$ cat config.mk
export PLATFORM = sky130hd
export DESIGN_NAME = afu_main
export DESIGN_NICKNAME = d
export VERILOG_FILES = /design/src/tlp_pkg.sv /design/src/route_pkg.sv /design/src/afu_main.sv /design/src/loopback_afu.sv /design/src/pfvf_router.sv /design/src/stream_pipe.sv
export VERILOG_INCLUDE_DIRS = /design/src /design/src/src
export SDC_FILE = /design/constraint.sdc
export NUM_CORES = 2
export LEC_CHECK = 0
export ABC_AREA = 1
export BUFFER_PORTS_ARGS = -buffer_cell sky130_fd_sc_hd__buf_2
export CAP_MARGIN = 0
export CELL_PAD_IN_SITES_DETAIL_PLACEMENT = 0
export CELL_PAD_IN_SITES_GLOBAL_PLACEMENT = 1
export CORE_UTILIZATION = 49
export DETAILED_ROUTE_END_ITERATION = 10
export HOLD_SLACK_MARGIN = 0.08
export PLACE_DENSITY = 0.76
export SLEW_MARGIN = 30
export SYNTH_ARGS = -nofsm -noshare
export SYNTH_HDL_FRONTEND = slang
export SYNTH_SLANG_ARGS = --single-unit
$ cat constraint.sdc
create_clock -name clk -period 4.1 [get_ports clk]
set_input_delay 0.41 -clock clk [delete_from_list [all_inputs] [get_ports clk]]
set_output_delay 0.41 -clock clk [all_outputs]
set_load 0.01 [all_outputs]
$ cat src/afu_cfg.svh
`ifndef AFU_CFG_SVH
`define AFU_CFG_SVH

// Build-time sizing of the accelerator region

// Number of exerciser ports behind the function router
`define AFU_NUM_PORTS 3

// Width of every packet word on the host and port streams
`define AFU_WORD_W 64

// Scratch words held by each loopback exerciser
// The request address field is sized from this value
`define AFU_MEM_DEPTH 16

// Register stages on the receive and on the transmit host stream
`define AFU_PL_DEPTH 1

// The end-to-end read latency grows by two cycles for every
// extra pipeline stage, since both host streams use this depth

`endif

$ cat src/tlp_pkg.sv
`include "afu_cfg.svh"

package tlp_pkg;

   // Field widths shared by both views of a packet word
   localparam int PF_W   = 3;
   localparam int VF_W   = 5;
   localparam int TAG_W  = 8;
   localparam int DATA_W = 32;
   localparam int ADDR_W = $clog2(`AFU_MEM_DEPTH);

   // Padding that fills each view out to the full word
   localparam int REQ_RSVD_W = `AFU_WORD_W - 2 - PF_W - VF_W - TAG_W - ADDR_W - DATA_W;
   localparam int CPL_RSVD_W = `AFU_WORD_W - 2 - PF_W - VF_W - TAG_W - DATA_W;

   // Host request as it arrives on the receive stream
   typedef struct packed {
      logic                  is_cpl;
      logic                  is_write;
      logic [PF_W-1:0]       pf;
      logic [VF_W-1:0]       vf;
      logic [TAG_W-1:0]      tag;
      logic [REQ_RSVD_W-1:0] rsvd;
      logic [ADDR_W-1:0]     addr;
      logic [DATA_W-1:0]     data;
   } tlp_req_t;

   // Completion as it leaves on the transmit stream
   // The single bit after is_cpl sits where a request keeps is_write
   typedef struct packed {
      logic                  is_cpl;
      logic                  rsvd_hi;
      logic [PF_W-1:0]       pf;
      logic [VF_W-1:0]       vf;
      logic [TAG_W-1:0]      tag;
      logic [CPL_RSVD_W-1:0] rsvd_lo;
      logic [DATA_W-1:0]     data;
   } tlp_cpl_t;

   // One packet word seen either as a request or as a completion
   typedef union packed {
      tlp_req_t req;
      tlp_cpl_t cpl;
   } tlp_word_t;

endpackage

$ cat src/route_pkg.sv
`include "afu_cfg.svh"

package route_pkg;

   // Index of one exerciser port behind the router
   typedef logic [1:0] port_idx_t;

   // One routing entry names a function and the port that serves it
   typedef struct packed {
      logic [tlp_pkg::PF_W-1:0] pf;
      logic [tlp_pkg::VF_W-1:0] vf;
      port_idx_t                port;
   } rtable_entry_t;

   // Entry i describes the function served by port i
   typedef rtable_entry_t [`AFU_NUM_PORTS-1:0] rtable_t;

   // Default mapping of functions to exercisers
   // pf0/vf1 and pf0/vf2 sit on the first two ports, pf1/vf0 on the last
   localparam rtable_t DEFAULT_RTABLE = '{
      2: '{pf: 3'd1, vf: 5'd0, port: 2'd2},
      1: '{pf: 3'd0, vf: 5'd2, port: 2'd1},
      0: '{pf: 3'd0, vf: 5'd1, port: 2'd0}
   };

endpackage

$ cat src/afu_main.sv
`timescale 1ns/10ps

`include "afu_cfg.svh"

module afu_main #(
   parameter route_pkg::rtable_t rtable = route_pkg::DEFAULT_RTABLE
) (
   input  logic                      clk,
   input  logic                      rst_n,
   input  logic [`AFU_NUM_PORTS-1:0] port_rst_n,

   // Host receive stream carries request words
   input  logic                      rx_valid,
   input  tlp_pkg::tlp_word_t        rx_data,

   // Host transmit stream carries completion words
   output logic                      tx_valid,
   output tlp_pkg::tlp_word_t        tx_data,

   // Strobe for a request that no table entry claimed
   output logic                      unrouted
);

   import tlp_pkg::*;

   // Request stream between the receive pipeline and the router
   logic                                req_valid;
   tlp_word_t                           req_data;

   // Router to exerciser requests and exerciser completions
   logic      [`AFU_NUM_PORTS-1:0]      port_req_valid;
   tlp_word_t                           port_req_data;
   logic      [`AFU_NUM_PORTS-1:0]      cpl_valid;
   tlp_word_t [`AFU_NUM_PORTS-1:0]      cpl_data;

   // Merged completions on their way to the transmit pipeline
   logic                                merged_valid;
   tlp_word_t                           merged_data;

   // ========================================
   // Port reset synchronization
   // ========================================

   logic                      rst_n_q1;
   logic [`AFU_NUM_PORTS-1:0] port_rst_n_q1;
   logic [`AFU_NUM_PORTS-1:0] port_rst_n_q2;

   // Each port reset passes two flops and is held by the global reset too
   always_ff @(posedge clk) begin
      rst_n_q1      <= rst_n;
      port_rst_n_q1 <= port_rst_n;
      port_rst_n_q2 <= port_rst_n_q1 & {`AFU_NUM_PORTS{rst_n_q1}};
   end

   // ========================================
   // Host pipelines and router
   // ========================================

   stream_pipe #(.depth(`AFU_PL_DEPTH)) rx_pipe (
      .clk       (clk),
      .rst_n     (rst_n),
      .in_valid  (rx_valid),
      .in_data   (rx_data),
      .out_valid (req_valid),
      .out_data  (req_data)
   );

   pfvf_router #(.rtable(rtable)) router_i (
      .clk            (clk),
      .rst_n          (rst_n),
      .req_valid      (req_valid),
      .req_data       (req_data),
      .port_req_valid (port_req_valid),
      .port_req_data  (port_req_data),
      .unrouted       (unrouted),
      .cpl_valid      (cpl_valid),
      .cpl_data       (cpl_data),
      .merged_valid   (merged_valid),
      .merged_data    (merged_data)
   );

   stream_pipe #(.depth(`AFU_PL_DEPTH)) tx_pipe (
      .clk       (clk),
      .rst_n     (rst_n),
      .in_valid  (merged_valid),
      .in_data   (merged_data),
      .out_valid (tx_valid),
      .out_data  (tx_data)
   );

   // ========================================
   // Exercisers
   // ========================================

   // One loopback engine per port, each under its own synchronized reset
   for (genvar p = 0; p < `AFU_NUM_PORTS; p++) begin : port_afu
      loopback_afu afu_i (
         .clk       (clk),
         .rst_n     (port_rst_n_q2[p]),
         .req_valid (port_req_valid[p]),
         .req_data  (port_req_data),
         .cpl_valid (cpl_valid[p]),
         .cpl_data  (cpl_data[p])
      );
   end

endmodule

$ cat src/loopback_afu.sv
`timescale 1ns/10ps

`include "afu_cfg.svh"

module loopback_afu (
   input  logic               clk,
   // Port reset already combined with the global reset
   input  logic               rst_n,
   input  logic               req_valid,
   input  tlp_pkg::tlp_word_t req_data,
   output logic               cpl_valid,
   output tlp_pkg::tlp_word_t cpl_data
);

   import tlp_pkg::*;

   // Scratch memory addressed by the request's addr field
   logic [DATA_W-1:0] mem [`AFU_MEM_DEPTH];

   // Request decode through the request view
   logic      wr_req;
   logic      rd_req;
   tlp_word_t cpl_next;

   assign wr_req = req_valid && req_data.req.is_write;
   assign rd_req = req_valid && !req_data.req.is_write;

   // ========================================
   // Scratch memory
   // ========================================

   // The whole memory clears while the port is held in reset
   // Writes land at the same edge where their strobe is seen
   always_ff @(posedge clk) begin
      if (!rst_n) begin
         for (int i = 0; i < `AFU_MEM_DEPTH; i++) begin
            mem[i] <= '0;
         end
      end else if (wr_req) begin
         mem[req_data.req.addr] <= req_data.req.data;
      end
   end

   // ========================================
   // Completion build
   // ========================================

   // The reply is assembled through the completion view
   // Function numbers and tag come back exactly as the host sent them
   always_comb begin
      cpl_next            = '0;
      cpl_next.cpl.is_cpl = 1'b1;
      cpl_next.cpl.pf     = req_data.req.pf;
      cpl_next.cpl.vf     = req_data.req.vf;
      cpl_next.cpl.tag    = req_data.req.tag;
      cpl_next.cpl.data   = mem[req_data.req.addr];
   end

   // A read answers one cycle after its strobe
   // Strobes that arrive during port reset get no answer
   always_ff @(posedge clk) begin
      if (!rst_n) begin
         cpl_valid <= 1'b0;
      end else begin
         cpl_valid <= rd_req;
      end
   end

   always_ff @(posedge clk) begin
      if (rd_req) begin
         cpl_data <= cpl_next;
      end
   end

   // The router only forwards host requests, so a completion arriving here
   // means the host stream or the routing is broken upstream
   a_no_cpl_in: assert property (@(posedge clk) disable iff (!rst_n)
      req_valid |-> !req_data.req.is_cpl)
      else $error("loopback_afu received a completion word");

endmodule

$ cat src/pfvf_router.sv
`timescale 1ns/10ps

`include "afu_cfg.svh"

module pfvf_router #(
   parameter route_pkg::rtable_t rtable = route_pkg::DEFAULT_RTABLE
) (
   input  logic                                     clk,
   input  logic                                     rst_n,

   // Host request stream after the receive pipeline
   input  logic                                     req_valid,
   input  tlp_pkg::tlp_word_t                       req_data,

   // Request strobes to the exercisers share one data word
   output logic [`AFU_NUM_PORTS-1:0]                port_req_valid,
   output tlp_pkg::tlp_word_t                       port_req_data,
   output logic                                     unrouted,

   // Completions coming back from the exercisers
   input  logic [`AFU_NUM_PORTS-1:0]                cpl_valid,
   input  tlp_pkg::tlp_word_t [`AFU_NUM_PORTS-1:0]  cpl_data,

   // Merged completion stream toward the transmit pipeline
   output logic                                     merged_valid,
   output tlp_pkg::tlp_word_t                       merged_data
);

   import tlp_pkg::*;

   // ========================================
   // Request side
   // ========================================

   // Ports whose table entry claims the current request word
   logic [`AFU_NUM_PORTS-1:0] hit_vec;

   // Every entry is compared in parallel against the request's function
   // With distinct entries at most one of them can match
   always_comb begin
      hit_vec = '0;
      for (int i = 0; i < `AFU_NUM_PORTS; i++) begin
         if (req_data.req.pf == rtable[i].pf && req_data.req.vf == rtable[i].vf) begin
            hit_vec[rtable[i].port] = 1'b1;
         end
      end
   end

   // The matching port gets a one-hot strobe one cycle after the request
   // A request that misses every entry raises unrouted in the same slot
   always_ff @(posedge clk) begin
      if (!rst_n) begin
         port_req_valid <= '0;
         unrouted       <= 1'b0;
      end else begin
         port_req_valid <= req_valid ? hit_vec : '0;
         unrouted       <= req_valid && (hit_vec == '0);
      end
   end

   // One registered copy of the word fans out to all ports
   always_ff @(posedge clk) begin
      if (req_valid) begin
         port_req_data <= req_data;
      end
   end

   // ========================================
   // Completion side
   // ========================================

   // Exercisers answer after a fixed delay, so completions never collide
   // and the merge reduces to picking the one valid port
   always_comb begin
      merged_data = '0;
      for (int i = 0; i < `AFU_NUM_PORTS; i++) begin
         if (cpl_valid[i]) begin
            merged_data = cpl_data[i];
         end
      end
   end

   assign merged_valid = |cpl_valid;

   // ========================================
   // Checks
   // ========================================

   // A second completion in one cycle would be dropped by the merge
   a_cpl_onehot: assert property (@(posedge clk) disable iff (!rst_n)
      $onehot0(cpl_valid))
      else $error("pfvf_router saw more than one completion in a cycle");

   // Overlapping table entries would deliver one word to several ports
   a_req_onehot: assert property (@(posedge clk) disable iff (!rst_n)
      $onehot0(port_req_valid))
      else $error("pfvf_router strobed more than one port");

   // A word is either delivered or flagged, never both
   a_unrouted_excl: assert property (@(posedge clk) disable iff (!rst_n)
      unrouted |-> (port_req_valid == '0))
      else $error("pfvf_router flagged a word it also delivered");

endmodule

$ cat src/stream_pipe.sv
`timescale 1ns/10ps

`include "afu_cfg.svh"

module stream_pipe #(
   parameter int depth = 1
) (
   input  logic                   clk,
   input  logic                   rst_n,
   input  logic                   in_valid,
   input  logic [`AFU_WORD_W-1:0] in_data,
   output logic                   out_valid,
   output logic [`AFU_WORD_W-1:0] out_data
);

   // Stage 0 takes the input and the last stage drives the output
   logic [depth-1:0]       vld_q;
   logic [`AFU_WORD_W-1:0] dat_q [depth];

   // Valid strobes shift one stage per clock and clear on reset
   always_ff @(posedge clk) begin
      if (!rst_n) begin
         vld_q <= '0;
      end else begin
         vld_q[0] <= in_valid;
         for (int i = 1; i < depth; i++) begin
            vld_q[i] <= vld_q[i-1];
         end
      end
   end

   // Data words follow their strobes through the same stages
   always_ff @(posedge clk) begin
      dat_q[0] <= in_data;
      for (int i = 1; i < depth; i++) begin
         dat_q[i] <= dat_q[i-1];
      end
   end

   assign out_valid = vld_q[depth-1];
   assign out_data  = dat_q[depth-1];

   // Downstream logic must never see an unknown strobe once reset is gone
   a_out_valid_known: assert property (@(posedge clk) disable iff (!rst_n)
      !$isunknown(out_valid))
      else $error("stream_pipe out_valid is unknown after reset");

endmodule

# After elaboration in Yosys (flattened, before gate mapping)
# Memories as Yosys holds them, arrays and structs flattened. A register that Yosys moved wholly into a read port is not among the register bits.
# Cells that the tools add are included.
[totals] ram_bits=1664 ff_bits=223 out_inout_bits=66 n_memories=5
[op_classes] reduce_logical=19 bitwise=1 n_eq_ne=3 mux=27
[mem_list] name="port_afu[0].afu_i.mem" words=16 width=32 rd=1 rd_ports_with_merged_regs=1 wr=16 line_no="loopback_afu.sv:18" text="logic [DATA_W-1:0] mem [`AFU_MEM_DEPTH];"
[mem_list] name="port_afu[1].afu_i.mem" words=16 width=32 rd=1 rd_ports_with_merged_regs=1 wr=16 line_no="loopback_afu.sv:18"
[mem_list] name="port_afu[2].afu_i.mem" words=16 width=32 rd=1 rd_ports_with_merged_regs=1 wr=16 line_no="loopback_afu.sv:18"
[mem_list] name="rx_pipe.dat_q" words=1 width=64 rd=1 rd_ports_with_merged_regs=0 wr=1 line_no="stream_pipe.sv:18" text="logic [`AFU_WORD_W-1:0] dat_q [depth];"
[mem_list] name="tx_pipe.dat_q" words=1 width=64 rd=1 rd_ports_with_merged_regs=0 wr=1 line_no="stream_pipe.sv:18"
[op_table] op="$mux 64" count=3
[op_table] op="$mux 32" count=3
[op_table] op="$reduce_or 32->1" count=3
[op_table] op="$mux 1" count=18
[op_table] op="$mux 4" count=3
[op_table] op="$logic_and 1x1->1" count=10
[op_table] op="$logic_not 3->1" count=2
[op_table] op="$eq 5x1->1 const B" count=1
[op_table] op="$eq 5x2->1 const B" count=1
[op_table] op="$logic_not 5->1" count=1
[op_table] op="$and 3x3->3" count=1
[op_table] op="$eq 3x1->1 const B" count=1
[op_table] op="$reduce_or 3->1" count=1
[op_table] op="$reduce_and 2->1" count=1
[op_table] op="$logic_not 1->1" count=1

# Longest topological paths before layout
[logic_depth] ltp_word=6 depth_mapped=13 ltp_nobuf=9

# By module
# Synthesis repeated with hierarchy kept, for this count alone.
[unflattened] hier_cells=8903 hier_area_um2=82664.3
[modules_own_cells] mod="loopback_afu" cells_each=2791 seq_area_each_um2=16836.1 n_inst=3 area_each_um2=25438.1
[modules_own_cells] mod="pfvf_router" cells_each=383 seq_area_each_um2=2001.9 n_inst=1 area_each_um2=3569.7
[modules_own_cells] mod="stream_pipe" cells_each=67 seq_area_each_um2=1301.2 n_inst=2 area_each_um2=1308.8
[modules_own_cells] mod="afu_main" cells_each=13 seq_area_each_um2=140.1 n_inst=1 area_each_um2=162.7

# Worst setup path before layout
# No wires, ideal clock.
[synth_timing] kind="register to register" start="register router_i.port_req_data[62] (netlist bit)" end="register port_afu[0].afu_i.cpl_data[0] (netlist bit) (read register of port_afu[0].afu_i.mem) (enable)" setup_time_ns=0.454 slack_ns=1.137 n_path_buf=0 arrival_ns=2.509 stages_incl_launch_ff=2 cell_sequence="edfxtp_1 > nor2_1"
[synth_via] elab_chain_cells=2
[synth_rtl] item="start, declared" line_no="pfvf_router.sv:17" text="output tlp_pkg::tlp_word_t port_req_data,"
[synth_rtl] item="start signal, assigned" line_no="pfvf_router.sv:64" text="port_req_data <= req_data;"
[synth_rtl] item="$logic_not 1->1" line_no="loopback_afu.sv:26" text="assign rd_req = req_valid && !req_data.req.is_write;"
[synth_rtl] item="$logic_and 1x1->1" line_no="loopback_afu.sv:26"
[synth_rtl] item="named net port_afu[0].afu_i.rd_req" line_no="loopback_afu.sv:22" text="logic rd_req;"
[synth_rtl] item="end, declared" line_no="loopback_afu.sv:12" text="output tlp_pkg::tlp_word_t cpl_data"
# The timed path passes the listed nets, and every way through them passes these cells.
# A chain may end at the register's enable or synchronous reset.

==> impl_metrics.ini <==
[sta]
rsz0062_at_grt = no
fin_setup_tns_ns = 0
hold-worst-slack_ns = 0.1965
worstMarginPinSlew_ns = 1.024
min_period_ns = 2.941
clock.fmax_ghz = 0.3400
max-slew-margin-rel_pct = 31.74
worst_slack_ns = 1.159
hold_viol = 0
finalSetupViolations = 0
final_max_slew_viol_count = 0
finalCritPeriodShare_pct = 71.74
clock_skew_ns = 0.03490

[finish]
fin_cells = 11020
fillCellCount = 14410
syn_to_final_growth_pct = 12.14
drive_gt1_share_pct = 7.506
finalNetCount = 8750
fin_util_pct = 55.53

[synth]
muxShareOfSynthArea_pct = 0
syn_area_um2 = 80870
synthSimpleGateAreaFrac_pct = 27.66
synth-adder-area-share_pct = 0
syn_avg_cell_area_um2 = 9.243
synth_top_family_by_area = simple AND/OR/NAND/NOR gates
seq_area_frac_synth_pct = 67.27
synth_cells = 8750
synth-seq-cells = 1851
synth_compound_area_share_pct = 0.6034
synth_xor_area_share_pct = 0
yosys_warnings = 0
ys_types = 22

[clock_tree]
clock-sinks = 1851
cts_inserted_buffers = 195
cts_setup_buffers = 0
cts.path.max_buffers = 3
insertion_delay_ns = 0.84
ctsResizeCount = 0
clockRootBuffer = clkbuf_16
cts_tree = done
cts-hold-fix-buffers = 58
clk_transition_reported_paths_ns = 0.06
htree_levels = 4

[grt]
met1_usage_pct = 41.33
grt_pass1_vias = 55270
grtUsageMet3_pct = 4.620
grt_pass1_wl_mm = 364.7
grt_util_all_layers_pct = 29.66
grt_antenna_before_repair = 7
busiest_layer = met2
gr-total-overflow = 0
grt_max_degree = 166
grtUsageMet2_pct = 47.23

[place]
globalplace.congestion = 0.8593
numPortBuffers = 109
dp.cells = 10600
place_worst_setup_slack_ns = 1.261
dpl.hpwl_mm = 140.1

[routing]
wl_per_cell_um = 22.57
wirelength_mm = 248.7
drtIter0Drc = 6363
via_count = 58760
first_pass_iters = 6
drt.antenna.violating_nets = 0
drc_errors = 0
viasPerCell = 5.331

[run]
max_cap_violations = 0

[setup_path]
worstPathRequired_ns = 4.75
cp_max_fo = 79
end_kind = register
cp-start-kind = register
path_class = register to register
cp_data_arrival_time_ns = 3.60

[status]
status = finished clean

[pwr]
ir_drop_v = 0.0005195
power_density_nw_per_um2 = 471.6
power.leakage_uw = 0.04079

[die]
ioPinCount = 136
core_um2 = 163300
die_area_um2 = 166700
die_w_um = 408.3
chipHeight_um = 408.3
start_util_pct = 49.52
rows = 148

[hold_path]
hold_path.class = primary input to register
==> placed cells by master (no fill, tap or decap), drive strengths merged, types with 2 or more instances in the layout <==
cell type | netlist | routed
a21oi | 96 | 96
dlygate4sd3 | 0 | 58
clkinv | 1 | 79
nor2 | 1602 | 1602
buf | 189 | 314
clkbuf | 464 | 260
nand3 | 76 | 76
nand4 | 2 | 2
conb | 1 | 15
dfxtp | 118 | 118
inv | 245 | 252
nor3 | 13 | 13
nand2 | 4209 | 4209
bufinv | 0 | 17
edfxtp | 1733 | 1733
==> stage by stage <==
stage	area [µm²]	power, µW
after floorplan	80930	23910
after global placement	83620	25190
after detailed placement	83630	25240
after CTS	90660	42950
after global routing	90690	44020
final	90690	42770
==> flip-flops by register name, summed over array words and instances (netlist names) <==
name,cells
port_rst_n_q2,3
port_afu.afu_i.mem,1536
port_afu.afu_i.cpl_data,144
rx_pipe.dat_q,53
port_rst_n_q1,3
router_i.unrouted,1
tx_pipe.dat_q,49
port_afu.afu_i.cpl_valid,3
router_i.port_req_data,53
router_i.port_req_valid,3
tx_pipe.out_valid,1
rx_pipe.out_valid,1
rst_n_q1,1
==> kinds of logic after synthesis <==
logic type             Yosys count
AND/OR/NAND/NOR               5902
other                            1
flip-flops                    1851
buffers and inverters          899
AO/OA/AOI/OAI                   97
==> final timing paths <==
| path | to | slack [ns] | cells after the start | startpoint |
|---|---|---|---|---|
| setup / recovery | port_afu[1].afu_i.cpl_data[19] | 1.16 | 10 | router_i.port_req_data[32] |
| hold / removal | rx_pipe.dat_q[0][32] | 0.20 | 2 | rx_data[32] |
| setup reg to reg | port_afu[1].afu_i.cpl_data[19] | 1.16 | 10 | router_i.port_req_data[32] |
| hold reg to reg | router_i.port_req_data[29] | 0.40 | 0 | rx_pipe.dat_q[0][29] |
==> synth_stat cells <==
cell      count  area [µm²]
nor2_4        1       11.26
nand3_2       9       90.09
a21boi_0      1       7.510
nor3_4        3       48.80
clkbuf_1    464        1742
buf_1        34       127.6
buf_4        18       135.1
conb_1        1       3.750
dfxtp_1     118        2362
nor2_2        2       12.51
edfxtp_1   1733       52040
nor2_1     1599        6002
nor3_1        9       45.04
clkinv_1      1       3.750
a21oi_1      96       480.5
nand3_1      67       335.3
inv_1       242       908.4
nor3_2        1       10.01
nand4_1       2       12.51
buf_2       137       685.7
inv_2         3       11.26
nand2_1    4209       15800
==> power by group <==
part	internal, µW	leakage (µW)	switching (µW)
Sequential	21500	0.0194	244
Clock	10400	0.00318	7490
Combinational	709	0.0182	2480
==> critical path: stages, from the launching register on <==
cell and delay [ns]:
edfxtp_1 0.57, inv_8 0.51, buf_4 0.74, nand2_1 0.10, nand2_1 0.09, nand2_1 0.06, nand2_1 0.09, nand2_1 0.06
nand2_1 0.08, inv_1 0.04, nand2_1 0.16
==> layout make-up <==
class | count | area [µm²] | area share, %
timing repair buffer | 372 | 3211 | 3.540
clock inverter | 103 | 1015 | 1.119
tap | 2175 | 2721 | 3.001
antenna | 1 | 2.502 | 0.002759
multi-input combinational | 6014 | 22950 | 25.30
sequential | 1851 | 54410 | 59.99
clock buffer | 260 | 5435 | 5.993
inverter | 246 | 952.2 | 1.050
==> per-layer routing <==
| metal | part of all wire [%] | wire length, µm |
|---|---|---|
| met2 | 46 | 115400 |
| met3 | 8.3 | 20730 |
| met5 | 0.015 | 38 |
| met1 | 42 | 103600 |
| met4 | 3.6 | 8936 |
No activity file was read; power rests on OpenSTA's default activity.
